===== src/design/ext_reg_pkg.sv =====
//****************************************
// Widths, constants and types shared by
// the SPI-filled external register bank
//****************************************
package ext_reg_pkg;

    // Register array geometry
    localparam int ADDR_W   = 5;                // Register index width
    localparam int DATA_W   = 32;               // Register width
    localparam int NUM_REGS = 1 << ADDR_W;      // 32 registers

    // SPI frame layout, address first then data, MSB first
    localparam int FRAME_BITS = ADDR_W + DATA_W;      // 37 bits
    localparam int CNT_W      = $clog2(FRAME_BITS + 2); // Room for one bit past a full frame

    // APB side
    localparam int APB_ADDR_W = 8;
    localparam int IDX_LSB    = 2;              // Word addressed, paddr[6:2] is the index

    typedef logic [ADDR_W-1:0]     reg_addr_t;  // Register index
    typedef logic [DATA_W-1:0]     reg_data_t;  // Register contents
    typedef logic [FRAME_BITS-1:0] frame_t;     // Raw shifted frame
    typedef logic [CNT_W-1:0]      bit_cnt_t;   // Received bit count
    typedef logic [APB_ADDR_W-1:0] apb_addr_t;  // APB byte address

    // Done register
    // A write here locks the bank, a read releases it
    localparam reg_addr_t DONE_ADDR = reg_addr_t'(NUM_REGS - 1);

    // Bank state
    typedef enum logic {
        FILL_REGS = 1'b0,   // Accepting frames from the host
        WAIT_READ = 1'b1    // Locked until the done register is read
    } bank_state_t;

endpackage


===== src/design/spi_frame_receiver.sv =====
//****************************************
// SPI mode 0 frame receiver with pin
// synchronizers and frame length check
//****************************************
`timescale 1ns/1ps

module spi_frame_receiver (
    input  logic                   clk,
    input  logic                   nrst,
    input  logic                   spi_sclk,     // Host SPI clock, idle low
    input  logic                   spi_mosi,     // Sampled on sclk rising edge
    input  logic                   spi_cs_n,     // Frame select, active low
    output logic                   frame_valid,  // One pulse per good frame
    output ext_reg_pkg::reg_addr_t frame_addr,
    output ext_reg_pkg::reg_data_t frame_data
);
    import ext_reg_pkg::*;

    // Two-flop synchronizers, bit 1 is the safe output
    logic [1:0] sclk_sync;
    logic [1:0] mosi_sync;
    logic [1:0] cs_sync;

    // Previous synchronized values for edge detection
    logic sclk_prev;
    logic cs_prev;

    logic     cs_active;   // Chip select asserted in clk domain
    logic     sclk_rise;   // Sample strobe
    logic     cs_rise;     // End of frame
    logic     frame_ok;    // End of frame with exactly FRAME_BITS bits
    frame_t   shift_q;     // Incoming bits, MSB first
    bit_cnt_t bit_cnt;     // Bits seen in the current frame

    always_ff @(posedge clk) begin
        if (!nrst) begin
            sclk_sync <= '0;
            mosi_sync <= '0;
            cs_sync   <= '1;      // Start deselected
            sclk_prev <= 1'b0;
            cs_prev   <= 1'b1;
        end else begin
            sclk_sync <= {sclk_sync[0], spi_sclk};
            mosi_sync <= {mosi_sync[0], spi_mosi};
            cs_sync   <= {cs_sync[0], spi_cs_n};
            sclk_prev <= sclk_sync[1];
            cs_prev   <= cs_sync[1];
        end
    end

    assign cs_active = !cs_sync[1];

    // MOSI goes through the same depth as sclk so the two stay aligned
    assign sclk_rise = sclk_sync[1] && !sclk_prev && cs_active;
    assign cs_rise   = cs_sync[1] && !cs_prev;

    // Short and long frames fall through here and are dropped
    assign frame_ok = cs_rise && (bit_cnt == bit_cnt_t'(FRAME_BITS));

    // Shift register
    always_ff @(posedge clk) begin
        if (sclk_rise) begin
            shift_q <= {shift_q[FRAME_BITS-2:0], mosi_sync[1]};
        end
    end

    // Bit counter, cleared while deselected
    // Saturates one past a full frame so long frames never wrap back to 37
    always_ff @(posedge clk) begin
        if (!nrst) begin
            bit_cnt <= '0;
        end else if (!cs_active) begin
            bit_cnt <= '0;
        end else if (sclk_rise && (bit_cnt != bit_cnt_t'(FRAME_BITS + 1))) begin
            bit_cnt <= bit_cnt + 1'b1;
        end
    end

    // Frame strobe
    // Lands three clk cycles after cs_n rises at the pin
    always_ff @(posedge clk) begin
        if (!nrst) begin
            frame_valid <= 1'b0;
        end else begin
            frame_valid <= frame_ok;
        end
    end

    // Address in the top bits, data below
    always_ff @(posedge clk) begin
        if (frame_ok) begin
            frame_addr <= shift_q[FRAME_BITS-1 -: ADDR_W];
            frame_data <= shift_q[DATA_W-1:0];
        end
    end

endmodule


===== src/design/ext_reg_bank.sv =====
//****************************************
// 32 x 32 register bank with fill/lock
// FSM and a registered read port
//****************************************
`timescale 1ns/1ps

module ext_reg_bank (
    input  logic                   clk,
    input  logic                   nrst,
    input  logic                   frame_valid,  // Write strobe from SPI side
    input  ext_reg_pkg::reg_addr_t frame_addr,
    input  ext_reg_pkg::reg_data_t frame_data,
    input  logic                   rd_en,        // Read request from APB side
    input  ext_reg_pkg::reg_addr_t rd_addr,
    output ext_reg_pkg::reg_data_t rd_data,      // Valid with rd_ack
    output logic                   rd_ack,
    output logic                   data_ready    // High while locked
);
    import ext_reg_pkg::*;

    bank_state_t state;
    bank_state_t state_n;

    reg_data_t regs [NUM_REGS];

    logic wr_en;        // Frame accepted this cycle
    logic lock_req;     // Done register written
    logic release_req;  // Done register read while locked

    // Frames only land while filling, locked frames are lost
    assign wr_en       = frame_valid && (state == FILL_REGS);
    assign lock_req    = wr_en && (frame_addr == DONE_ADDR);
    assign release_req = rd_en && (rd_addr == DONE_ADDR) && (state == WAIT_READ);

    // Next state
    always_comb begin
        state_n = state;
        case (state)
            FILL_REGS: begin
                if (lock_req) begin
                    state_n = WAIT_READ;
                end
            end
            WAIT_READ: begin
                if (release_req) begin  // Same edge as the rd_ack
                    state_n = FILL_REGS;
                end
            end
            default: state_n = FILL_REGS;
        endcase
    end

    always_ff @(posedge clk) begin
        if (!nrst) begin
            state <= FILL_REGS;
        end else begin
            state <= state_n;
        end
    end

    // Register array, cleared so the host sees zeros before the first fill
    always_ff @(posedge clk) begin
        if (!nrst) begin
            for (int i = 0; i < NUM_REGS; i++) begin
                regs[i] <= '0;
            end
        end else if (wr_en) begin
            regs[frame_addr] <= frame_data;
        end
    end

    // Read port
    // Served in either state, a read colliding with a write sees the old word
    always_ff @(posedge clk) begin
        if (rd_en) begin
            rd_data <= regs[rd_addr];
        end
    end

    always_ff @(posedge clk) begin
        if (!nrst) begin
            rd_ack <= 1'b0;
        end else begin
            rd_ack <= rd_en;    // One cycle later
        end
    end

    // Lock status straight from the state register
    assign data_ready = (state == WAIT_READ);

endmodule


===== src/design/apb_reg_port.sv =====
//****************************************
// Read-only APB slave in front of the
// register bank read port
//****************************************
`timescale 1ns/1ps

module apb_reg_port (
    input  logic                   clk,
    input  logic                   nrst,
    input  logic                   psel,
    input  logic                   penable,
    input  logic                   pwrite,
    input  ext_reg_pkg::apb_addr_t paddr,     // Byte address
    output ext_reg_pkg::reg_data_t prdata,
    output logic                   pready,
    output logic                   pslverr,
    output logic                   rd_en,     // One pulse per APB read
    output ext_reg_pkg::reg_addr_t rd_addr,
    input  ext_reg_pkg::reg_data_t rd_data,   // Registered in the bank
    input  logic                   rd_ack
);
    import ext_reg_pkg::*;

    logic access;      // Access phase of any transfer
    logic rd_access;   // Access phase of a read
    logic wr_access;   // Access phase of a write
    logic rd_pending;  // Request already sent, waiting on rd_ack

    assign access    = psel && penable;
    assign rd_access = access && !pwrite;
    assign wr_access = access && pwrite;

    // Register index sits above the byte offset
    assign rd_addr = paddr[IDX_LSB +: ADDR_W];

    // First access cycle only
    // Pending flag blocks a second request while the bank answers
    assign rd_en = rd_access && !rd_pending;

    always_ff @(posedge clk) begin
        if (!nrst) begin
            rd_pending <= 1'b0;
        end else if (rd_en) begin
            rd_pending <= 1'b1;
        end else if (rd_ack) begin
            rd_pending <= 1'b0;     // Transfer completes this cycle
        end
    end

    // Completion
    // Reads finish in the second access cycle, writes in the first
    always_comb begin
        pready  = 1'b0;
        pslverr = 1'b0;
        if (wr_access) begin
            pready  = 1'b1;
            pslverr = 1'b1;         // Bank is read-only from APB
        end else if (rd_pending && rd_ack) begin
            pready  = 1'b1;
        end
    end

    // Bank output is already a flop, pass it through while acknowledged
    assign prdata = rd_ack ? rd_data : '0;

endmodule


===== src/design/ext_reg_top.sv =====
//****************************************
// External register subsystem top
//****************************************
`timescale 1ns/1ps

module ext_reg_top (
    input  logic                   clk,
    input  logic                   nrst,

    // SPI from host, mode 0
    input  logic                   spi_sclk,
    input  logic                   spi_mosi,
    input  logic                   spi_cs_n,

    // APB from the memory handler
    input  logic                   psel,
    input  logic                   penable,
    input  logic                   pwrite,
    input  ext_reg_pkg::apb_addr_t paddr,
    output ext_reg_pkg::reg_data_t prdata,
    output logic                   pready,
    output logic                   pslverr,

    output logic                   data_ready  // Bank filled and locked
);
    import ext_reg_pkg::*;

    // Receiver to bank
    logic      frame_valid;
    reg_addr_t frame_addr;
    reg_data_t frame_data;

    // APB port to bank
    logic      rd_en;
    reg_addr_t rd_addr;
    reg_data_t rd_data;
    logic      rd_ack;

    spi_frame_receiver rx_i (
        .clk         (clk),
        .nrst        (nrst),
        .spi_sclk    (spi_sclk),
        .spi_mosi    (spi_mosi),
        .spi_cs_n    (spi_cs_n),
        .frame_valid (frame_valid),
        .frame_addr  (frame_addr),
        .frame_data  (frame_data)
    );

    ext_reg_bank bank_i (
        .clk         (clk),
        .nrst        (nrst),
        .frame_valid (frame_valid),
        .frame_addr  (frame_addr),
        .frame_data  (frame_data),
        .rd_en       (rd_en),
        .rd_addr     (rd_addr),
        .rd_data     (rd_data),
        .rd_ack      (rd_ack),
        .data_ready  (data_ready)
    );

    apb_reg_port apb_i (
        .clk     (clk),
        .nrst    (nrst),
        .psel    (psel),
        .penable (penable),
        .pwrite  (pwrite),
        .paddr   (paddr),
        .prdata  (prdata),
        .pready  (pready),
        .pslverr (pslverr),
        .rd_en   (rd_en),
        .rd_addr (rd_addr),
        .rd_data (rd_data),
        .rd_ack  (rd_ack)
    );

endmodule


===== config.mk =====
export PLATFORM = sky130hd
export DESIGN_NAME = ext_reg_top
export DESIGN_NICKNAME = d
export VERILOG_FILES = /design/src/design/ext_reg_pkg.sv /design/src/design/spi_frame_receiver.sv /design/src/design/ext_reg_bank.sv /design/src/design/apb_reg_port.sv /design/src/design/ext_reg_top.sv
export SDC_FILE = /design/constraint.sdc
export NUM_CORES = 1
export LEC_CHECK = 0
export ABC_AREA = 1
export BUFFER_PORTS_ARGS = -buffer_cell sky130_fd_sc_hd__buf_2
export CAP_MARGIN = 20
export CORE_MARGIN = 1.5
export CORE_UTILIZATION = 48
export DETAILED_ROUTE_END_ITERATION = 7
export HOLD_SLACK_MARGIN = 0.08
export PLACE_DENSITY = 0.66
export REMOVE_ABC_BUFFERS = 1
export SETUP_SLACK_MARGIN = 0.4
export SLEW_MARGIN = 30
export SYNTH_ARGS = -nofsm -noshare
export SYNTH_HDL_FRONTEND = slang
export SYNTH_SLANG_ARGS = --single-unit

===== constraint.sdc =====
create_clock -name clk -period 4.2 [get_ports clk]
set_input_delay 0.42 -clock clk [delete_from_list [all_inputs] [get_ports clk]]
set_output_delay 0.42 -clock clk [all_outputs]
set_load 0.02 [all_outputs]

* After elaboration in Yosys (flattened, before gate mapping)
Memory sizes are Yosys's and may differ from the RTL's. A register that Yosys moved wholly into a read port is not among the register bits.
Index checks and enable logic that the tools add are counted.
** Storage, ports and cells
- Register bits after elaboration :: 92
- Latch bits :: 0
- RAM bits :: 1024
- Bits in read-only memories :: 0
- Output and inout bits :: 35
- Memories kept :: 1
** Memories
- bank_i.regs :: depth 32, bits a word 32, read ports 1, clocked after Yosys merged registers in 1, wr ports 32, line ext_reg_bank.sv:24 : reg_data_t regs [NUM_REGS];
** Cells by class
- Add/subtract/negate cells :: 1
- Multiply operators :: 0
- Div/mod/pow operators :: 0
- $lt $le $gt $ge :: 0
- Equal/unequal tests :: 4
- Shift-type cells :: 0
- Muxes and demuxes :: 16
- Bitwise logic cells :: 2
- Reduce and logical (&&, ||, !) cells :: 22
** Operator list (number)
- 32-bit two-way mux :: 2
- 32-bit OR reduction :: 1
- 1-bit logical AND :: 14
- 1-bit two-way mux :: 12
- 5-bit equality test, second input constant :: 2
- 6-bit by 1-bit adder with 6-bit output, second input constant :: 1
- 6-bit equality test, second input constant :: 1
- 6-bit != test, second input constant :: 1
- 1-bit logical NOT :: 5
- 5-bit two-way mux :: 1
- 1-bit inverter :: 2
- 1-bit case mux with 2 select lines :: 1
- 2-bit nonzero test :: 1
- 2-bit OR reduction :: 1

* Logic depth before layout (Yosys ltp)
- Word-level depth :: 7
- Depth in mapped cells :: 14
- Mapped depth without buffers :: 11

* Hierarchy
From an unflattened synthesis, not the netlist that was laid out.
** Unflattened totals
- Cells, all modules :: 5547
- Area, all modules :: 52051.2 sq um
** By module, submodules not included
- ext_reg_bank :: times used 1, cells each 5304, area each 48795.5 sq um
- spi_frame_receiver :: times used 1, cells each 156, area each 2850.2 sq um
- apb_reg_port :: times used 1, cells each 87, area each 405.4 sq um

* Worst setup path after synthesis
OpenSTA, ideal clock, no wires.
- Path type :: reg2reg
- Start point :: register rx_i.cs_sync[1]
- End point :: register rx_i.bit_cnt[2]
- Setup time :: 116 ps
- Arrival :: 4056 ps
- Required time :: 4084 ps
- Slack :: 28 ps
- Stages on the path, launching flop included :: 7
- Period minus slack after synthesis :: 4172 ps
- Path through :: dfxtp_1 nor3b_1 nand2_1 inv_1 nand3_1 nand2_1 a21oi_1
** Between the ends
- Cells in the longest elaborated chain, start to end :: 3
- Elaborated cells on any way between the ends :: 4
** Ends and longest elaborated chain
- start, declared :: line spi_frame_receiver.sv:22 : logic [1:0] cs_sync;
- start signal, assigned :: line spi_frame_receiver.sv:45 : cs_sync <= {cs_sync[0], spi_cs_n};
- 1-bit logical NOT :: line spi_frame_receiver.sv:51 : assign cs_active = !cs_sync[1];
- 1-bit logical AND :: line spi_frame_receiver.sv:54 : assign sclk_rise = sclk_sync[1] && !sclk_prev && cs_active;
- net rx_i.sclk_rise :: line spi_frame_receiver.sv:29 : logic sclk_rise;
- 1-bit logical AND :: line spi_frame_receiver.sv:74 : end else if (sclk_rise && (bit_cnt != bit_cnt_t'(FRAME_BITS + 1))) begin
- end signal, assigned :: line spi_frame_receiver.sv:75 : bit_cnt <= bit_cnt + 1'b1;
- end, declared :: line spi_frame_receiver.sv:33 : bit_cnt_t bit_cnt;
The timed path passes the listed nets, and every way through them passes these cells.
A chain may end at the register's enable or synchronous reset.

==> summary.txt <==
Yosys
  • EDFF count, synth: 1130
  • Unique cell type count in the Yosys netlist: 25
  • Yosys top cell by area: edfxtp_1
  • Asr flop ratio synth: 0
  • Sequential fraction of the synthesis area: 0.639
  • Syn Area/Cell: 9.18 sq um
  • Synth Warn #: 0
  • Top cells by area, synth: edfxtp_1 (63%), nand2_1 (12%), nor2_1 (7.7%)
  • Synth Instances: 5847
  • Share of the synthesized area in the top cell type: 0.632
  • Post-synthesis register bit count: 1148
  • Cell area after synthesis: 53700 sq um
  • Dominant synthesized flop cell: edfxtp_1

Power
  • Tot Pwr: 0.0248 W
  • Power density cells: 424 nW/um^2
  • Leakage power: 26.2 nW
  • Max VDD drop: 0.343 mV

Placement
  • Area post-placement: 54800 sq um
  • Number of port buffers: 47
  • Post-detail-place hpwl: 81600 microns
  • Gp weighted congestion: 0.886

Finish
  • Nets@finish: 5778
  • Number of diodes: 0
  • Layout Utilization: 0.527
  • Post-Layout Inst Area: 58400 sq um
  • Layout cells sized above 1: 0.0629
  • Area Overhead vs Synth: 8.82%

Run
  • MaxCap Viol Count: 0

Clocking
  • Post-CTS Resized: 0
  • Worst skew pair latency: 0.71 ns
  • TritonCTS clock tree: built
  • Clk buf depth: 3
  • Clock tree sinks: 1148
  • Total CTS buffers: 116
  • Clock slew at reported path FFs: 0.06 ns
  • H-tree depth: 3
  • CTS Root Cell: clkbuf_16

Worst setup path
  • CP Cell Sequence: inv_1 > nor2_2 > nand2_1 > nor3_4 > nand2_1 > buf_4 > nand2_1 > buf_12
  • Slowest-stage cell, CP: nand2_1
  • Critical Path Max Stage Delay: 0.56 ns
  • Worst EP arrival: 3.38 ns
  • Worst EP required: 4.59 ns
  • Worst r2r dst: bank_i.regs[4][6]
  • CP dominant cell by count: nand2_1
  • Critical path type: reg2reg
  • CP max FO: 33
  • Critical path origin: rx_i.frame_valid
  • Startpoint Class: register
  • CP Capture Type: register
  • Reg2reg setup slack: 1.21 ns
  • Critical R2R Launch: rx_i.frame_valid
  • Reg2reg path depth: 8

Routing
  • WL final: 146000 microns
  • Drt wl/cell: 19.9 microns
  • DR iter-0 viols: 3985
  • Drt drc: 0
  • Drt pass-1 iters: 6
  • Vias per cell: 5.19
  • DR vias: 38100
  • Detail Route Antenna Nets: 0

STA
  • Post-Route Setup TNS: 0 ns
  • Crit share post-route: 0.712
  • Final min period: 2.99 ns
  • # setup viols final: 0
  • Unrepaired setup endpoints after global routing: false
  • Final Hold Viols: 0
  • Relative slew slack: 0.306
  • Min Hold Slack: 0.256 ns
  • Max Fclk: 0.334 GHz
  • Fin Clk Skew: 0.0324 ns
  • Slew Limit Fails: 0
  • Measured slew at the worst slew-check pin: 1.04 ns

Floorplan
  • Die H: 337 microns
  • Initial Util: 0.484
  • I/O pin cnt: 51
  • Die ar.: 114000 sq um
  • Row cnt: 122
  • Core footprint: 111000 sq um
  • Die W: 337 microns

Global routing
  • Initial antenna violation count: 1
  • Vias in the first global route: 36200
  • Overflow after GRT: 0
  • Largest net degree at the start of global routing: 162
  • First-pass GRT wire length: 218000 microns
  • GRT Overall Usage: 0.257

Min path
  • Hold Path Depth: 3
  • Worst min-delay path endpoint: bank_i.rd_ack
  • Worst Hold Class: in2reg
  • Hold_sp: psel

Status
  • Outcome: finished, final reports clean
==> sequential cells by signal, summed over array words and instances (netlist names), 5 cells and up <==
signal and flops:
rx_i.shift_q 37, rx_i.frame_data 32, bank_i.rd_data 32, rx_i.frame_addr 5, bank_i.regs 1024, rx_i.bit_cnt 6
==> per-stage QoR <==
stage	instances	worst slack [ns]
4_1_cts	7338	1.23
6_report	7338	1.21
3_3_place_gp	7124	1.16
2_1_floorplan	5444	-0.856
3_5_place_dp	7126	1.15
5_1_grt	7338	1.12
==> timing repair <==
action / in CTS / in global routing
hold endpoints to repair: 3 / 0
setup buffers: 0 / 0
hold buffers: 3 / 0
==> metal layers <==
layer / GRT usage / part of all wire
met5: 0 / 0
met4: 0.116 / 0.047
met3: 0.0468 / 0.085
met2: 0.427 / 0.48
met1: 0.329 / 0.39
==> how the worst max path moves through the flow <==
stage / cells after the start / end / slack [ns]
CTS: 8 / bank_i.regs[4][6] / 1.23
detailed placement: 7 / bank_i.regs[4][13] / 1.15
global placement: 10 / bank_i.rd_data[9] / 1.16
floorplan: 10 / bank_i.rd_data[0] / -0.86
finish: 8 / bank_i.regs[4][6] / 1.21
global route: 8 / bank_i.regs[11][17] / 1.12
==> cells by family (layout without fill, tap and decap cells) <==
| logic type | after synthesis | in the layout | share of synthesized area |
|---|---|---|---|
| and+or+nand+nor | 3387 | 3387 | 0.251 |
| adders and majority gates | 3 | 3 | 0.000699 |
| AOI/OAI and AO/OA | 75 | 75 | 0.00702 |
| DFF | 1148 | 1148 | 0.639 |
| buffers and inverters | 1232 | 1235 | 0.102 |
| xor gates and xnor gates | 2 | 2 | 0.000326 |
==> cell type report <==
| type | count | area [sq um] |
|---|---|---|
| repair buffers | 197 | 1640 |
| clock buffers | 150 | 3150 |
| multi-input cells | 3467 | 13900 |
| well taps | 1488 | 1860 |
| inverters | 829 | 3130 |
| clock inverters | 59 | 425 |
| fillers | 9870 | 52400 |
| flip-flops and latches | 1148 | 34300 |
==> worst max-delay path, delay by kind of cell (launching register included) <==
| family | cells | cell delay, ns |
|---|---|---|
| buffers and inverters | 3 | 0.68 |
| AND/OR/NAND/NOR | 5 | 1.53 |
| flip-flops | 1 | 0.45 |
==> where the power goes <==
group          total [W]  internal [W]  switching, W
Clock            0.00990       0.00555       0.00435
Sequential        0.0132        0.0131      0.000135
Combinational    0.00169      0.000446       0.00124
==> layout by cell type, fill, tap and decap left out, types with 2 or more instances in the layout <==
cell type / instances
nand2_1: 1750
edfxtp_1: 1130
nor2_1: 1095
inv_1: 821
nand3_1: 517
buf_4: 128
clkbuf_16: 121
a21oi_1: 71
buf_2: 45
clkinv_1: 29
clkbuf_1: 28
clkinv_2: 20
dfxtp_1: 17
buf_12: 17
nor3_1: 8
inv_2: 5
bufinv_16: 5
nor3_4: 4
nor2_4: 3
or2_2: 3
o21ai_0: 3
ha_1: 3
clkinv_8: 3
dlygate4sd3_1: 3
nand4_1: 2
inv_6: 2
clkbuf_8: 2
buf_16: 2
==> synthesized netlist by cell type (all sizes together) (2+ instances only) <==
library cell,count
o21ai,3
nor3,12
inv,829
nand2,1750
nand3,518
buf,246
edfxtp,1130
nor2,1099
ha,3
dfxtp,18
nand4,2
a21oi,71
clkbuf,157
or2,3
Power figures use the tool's default switching activity.
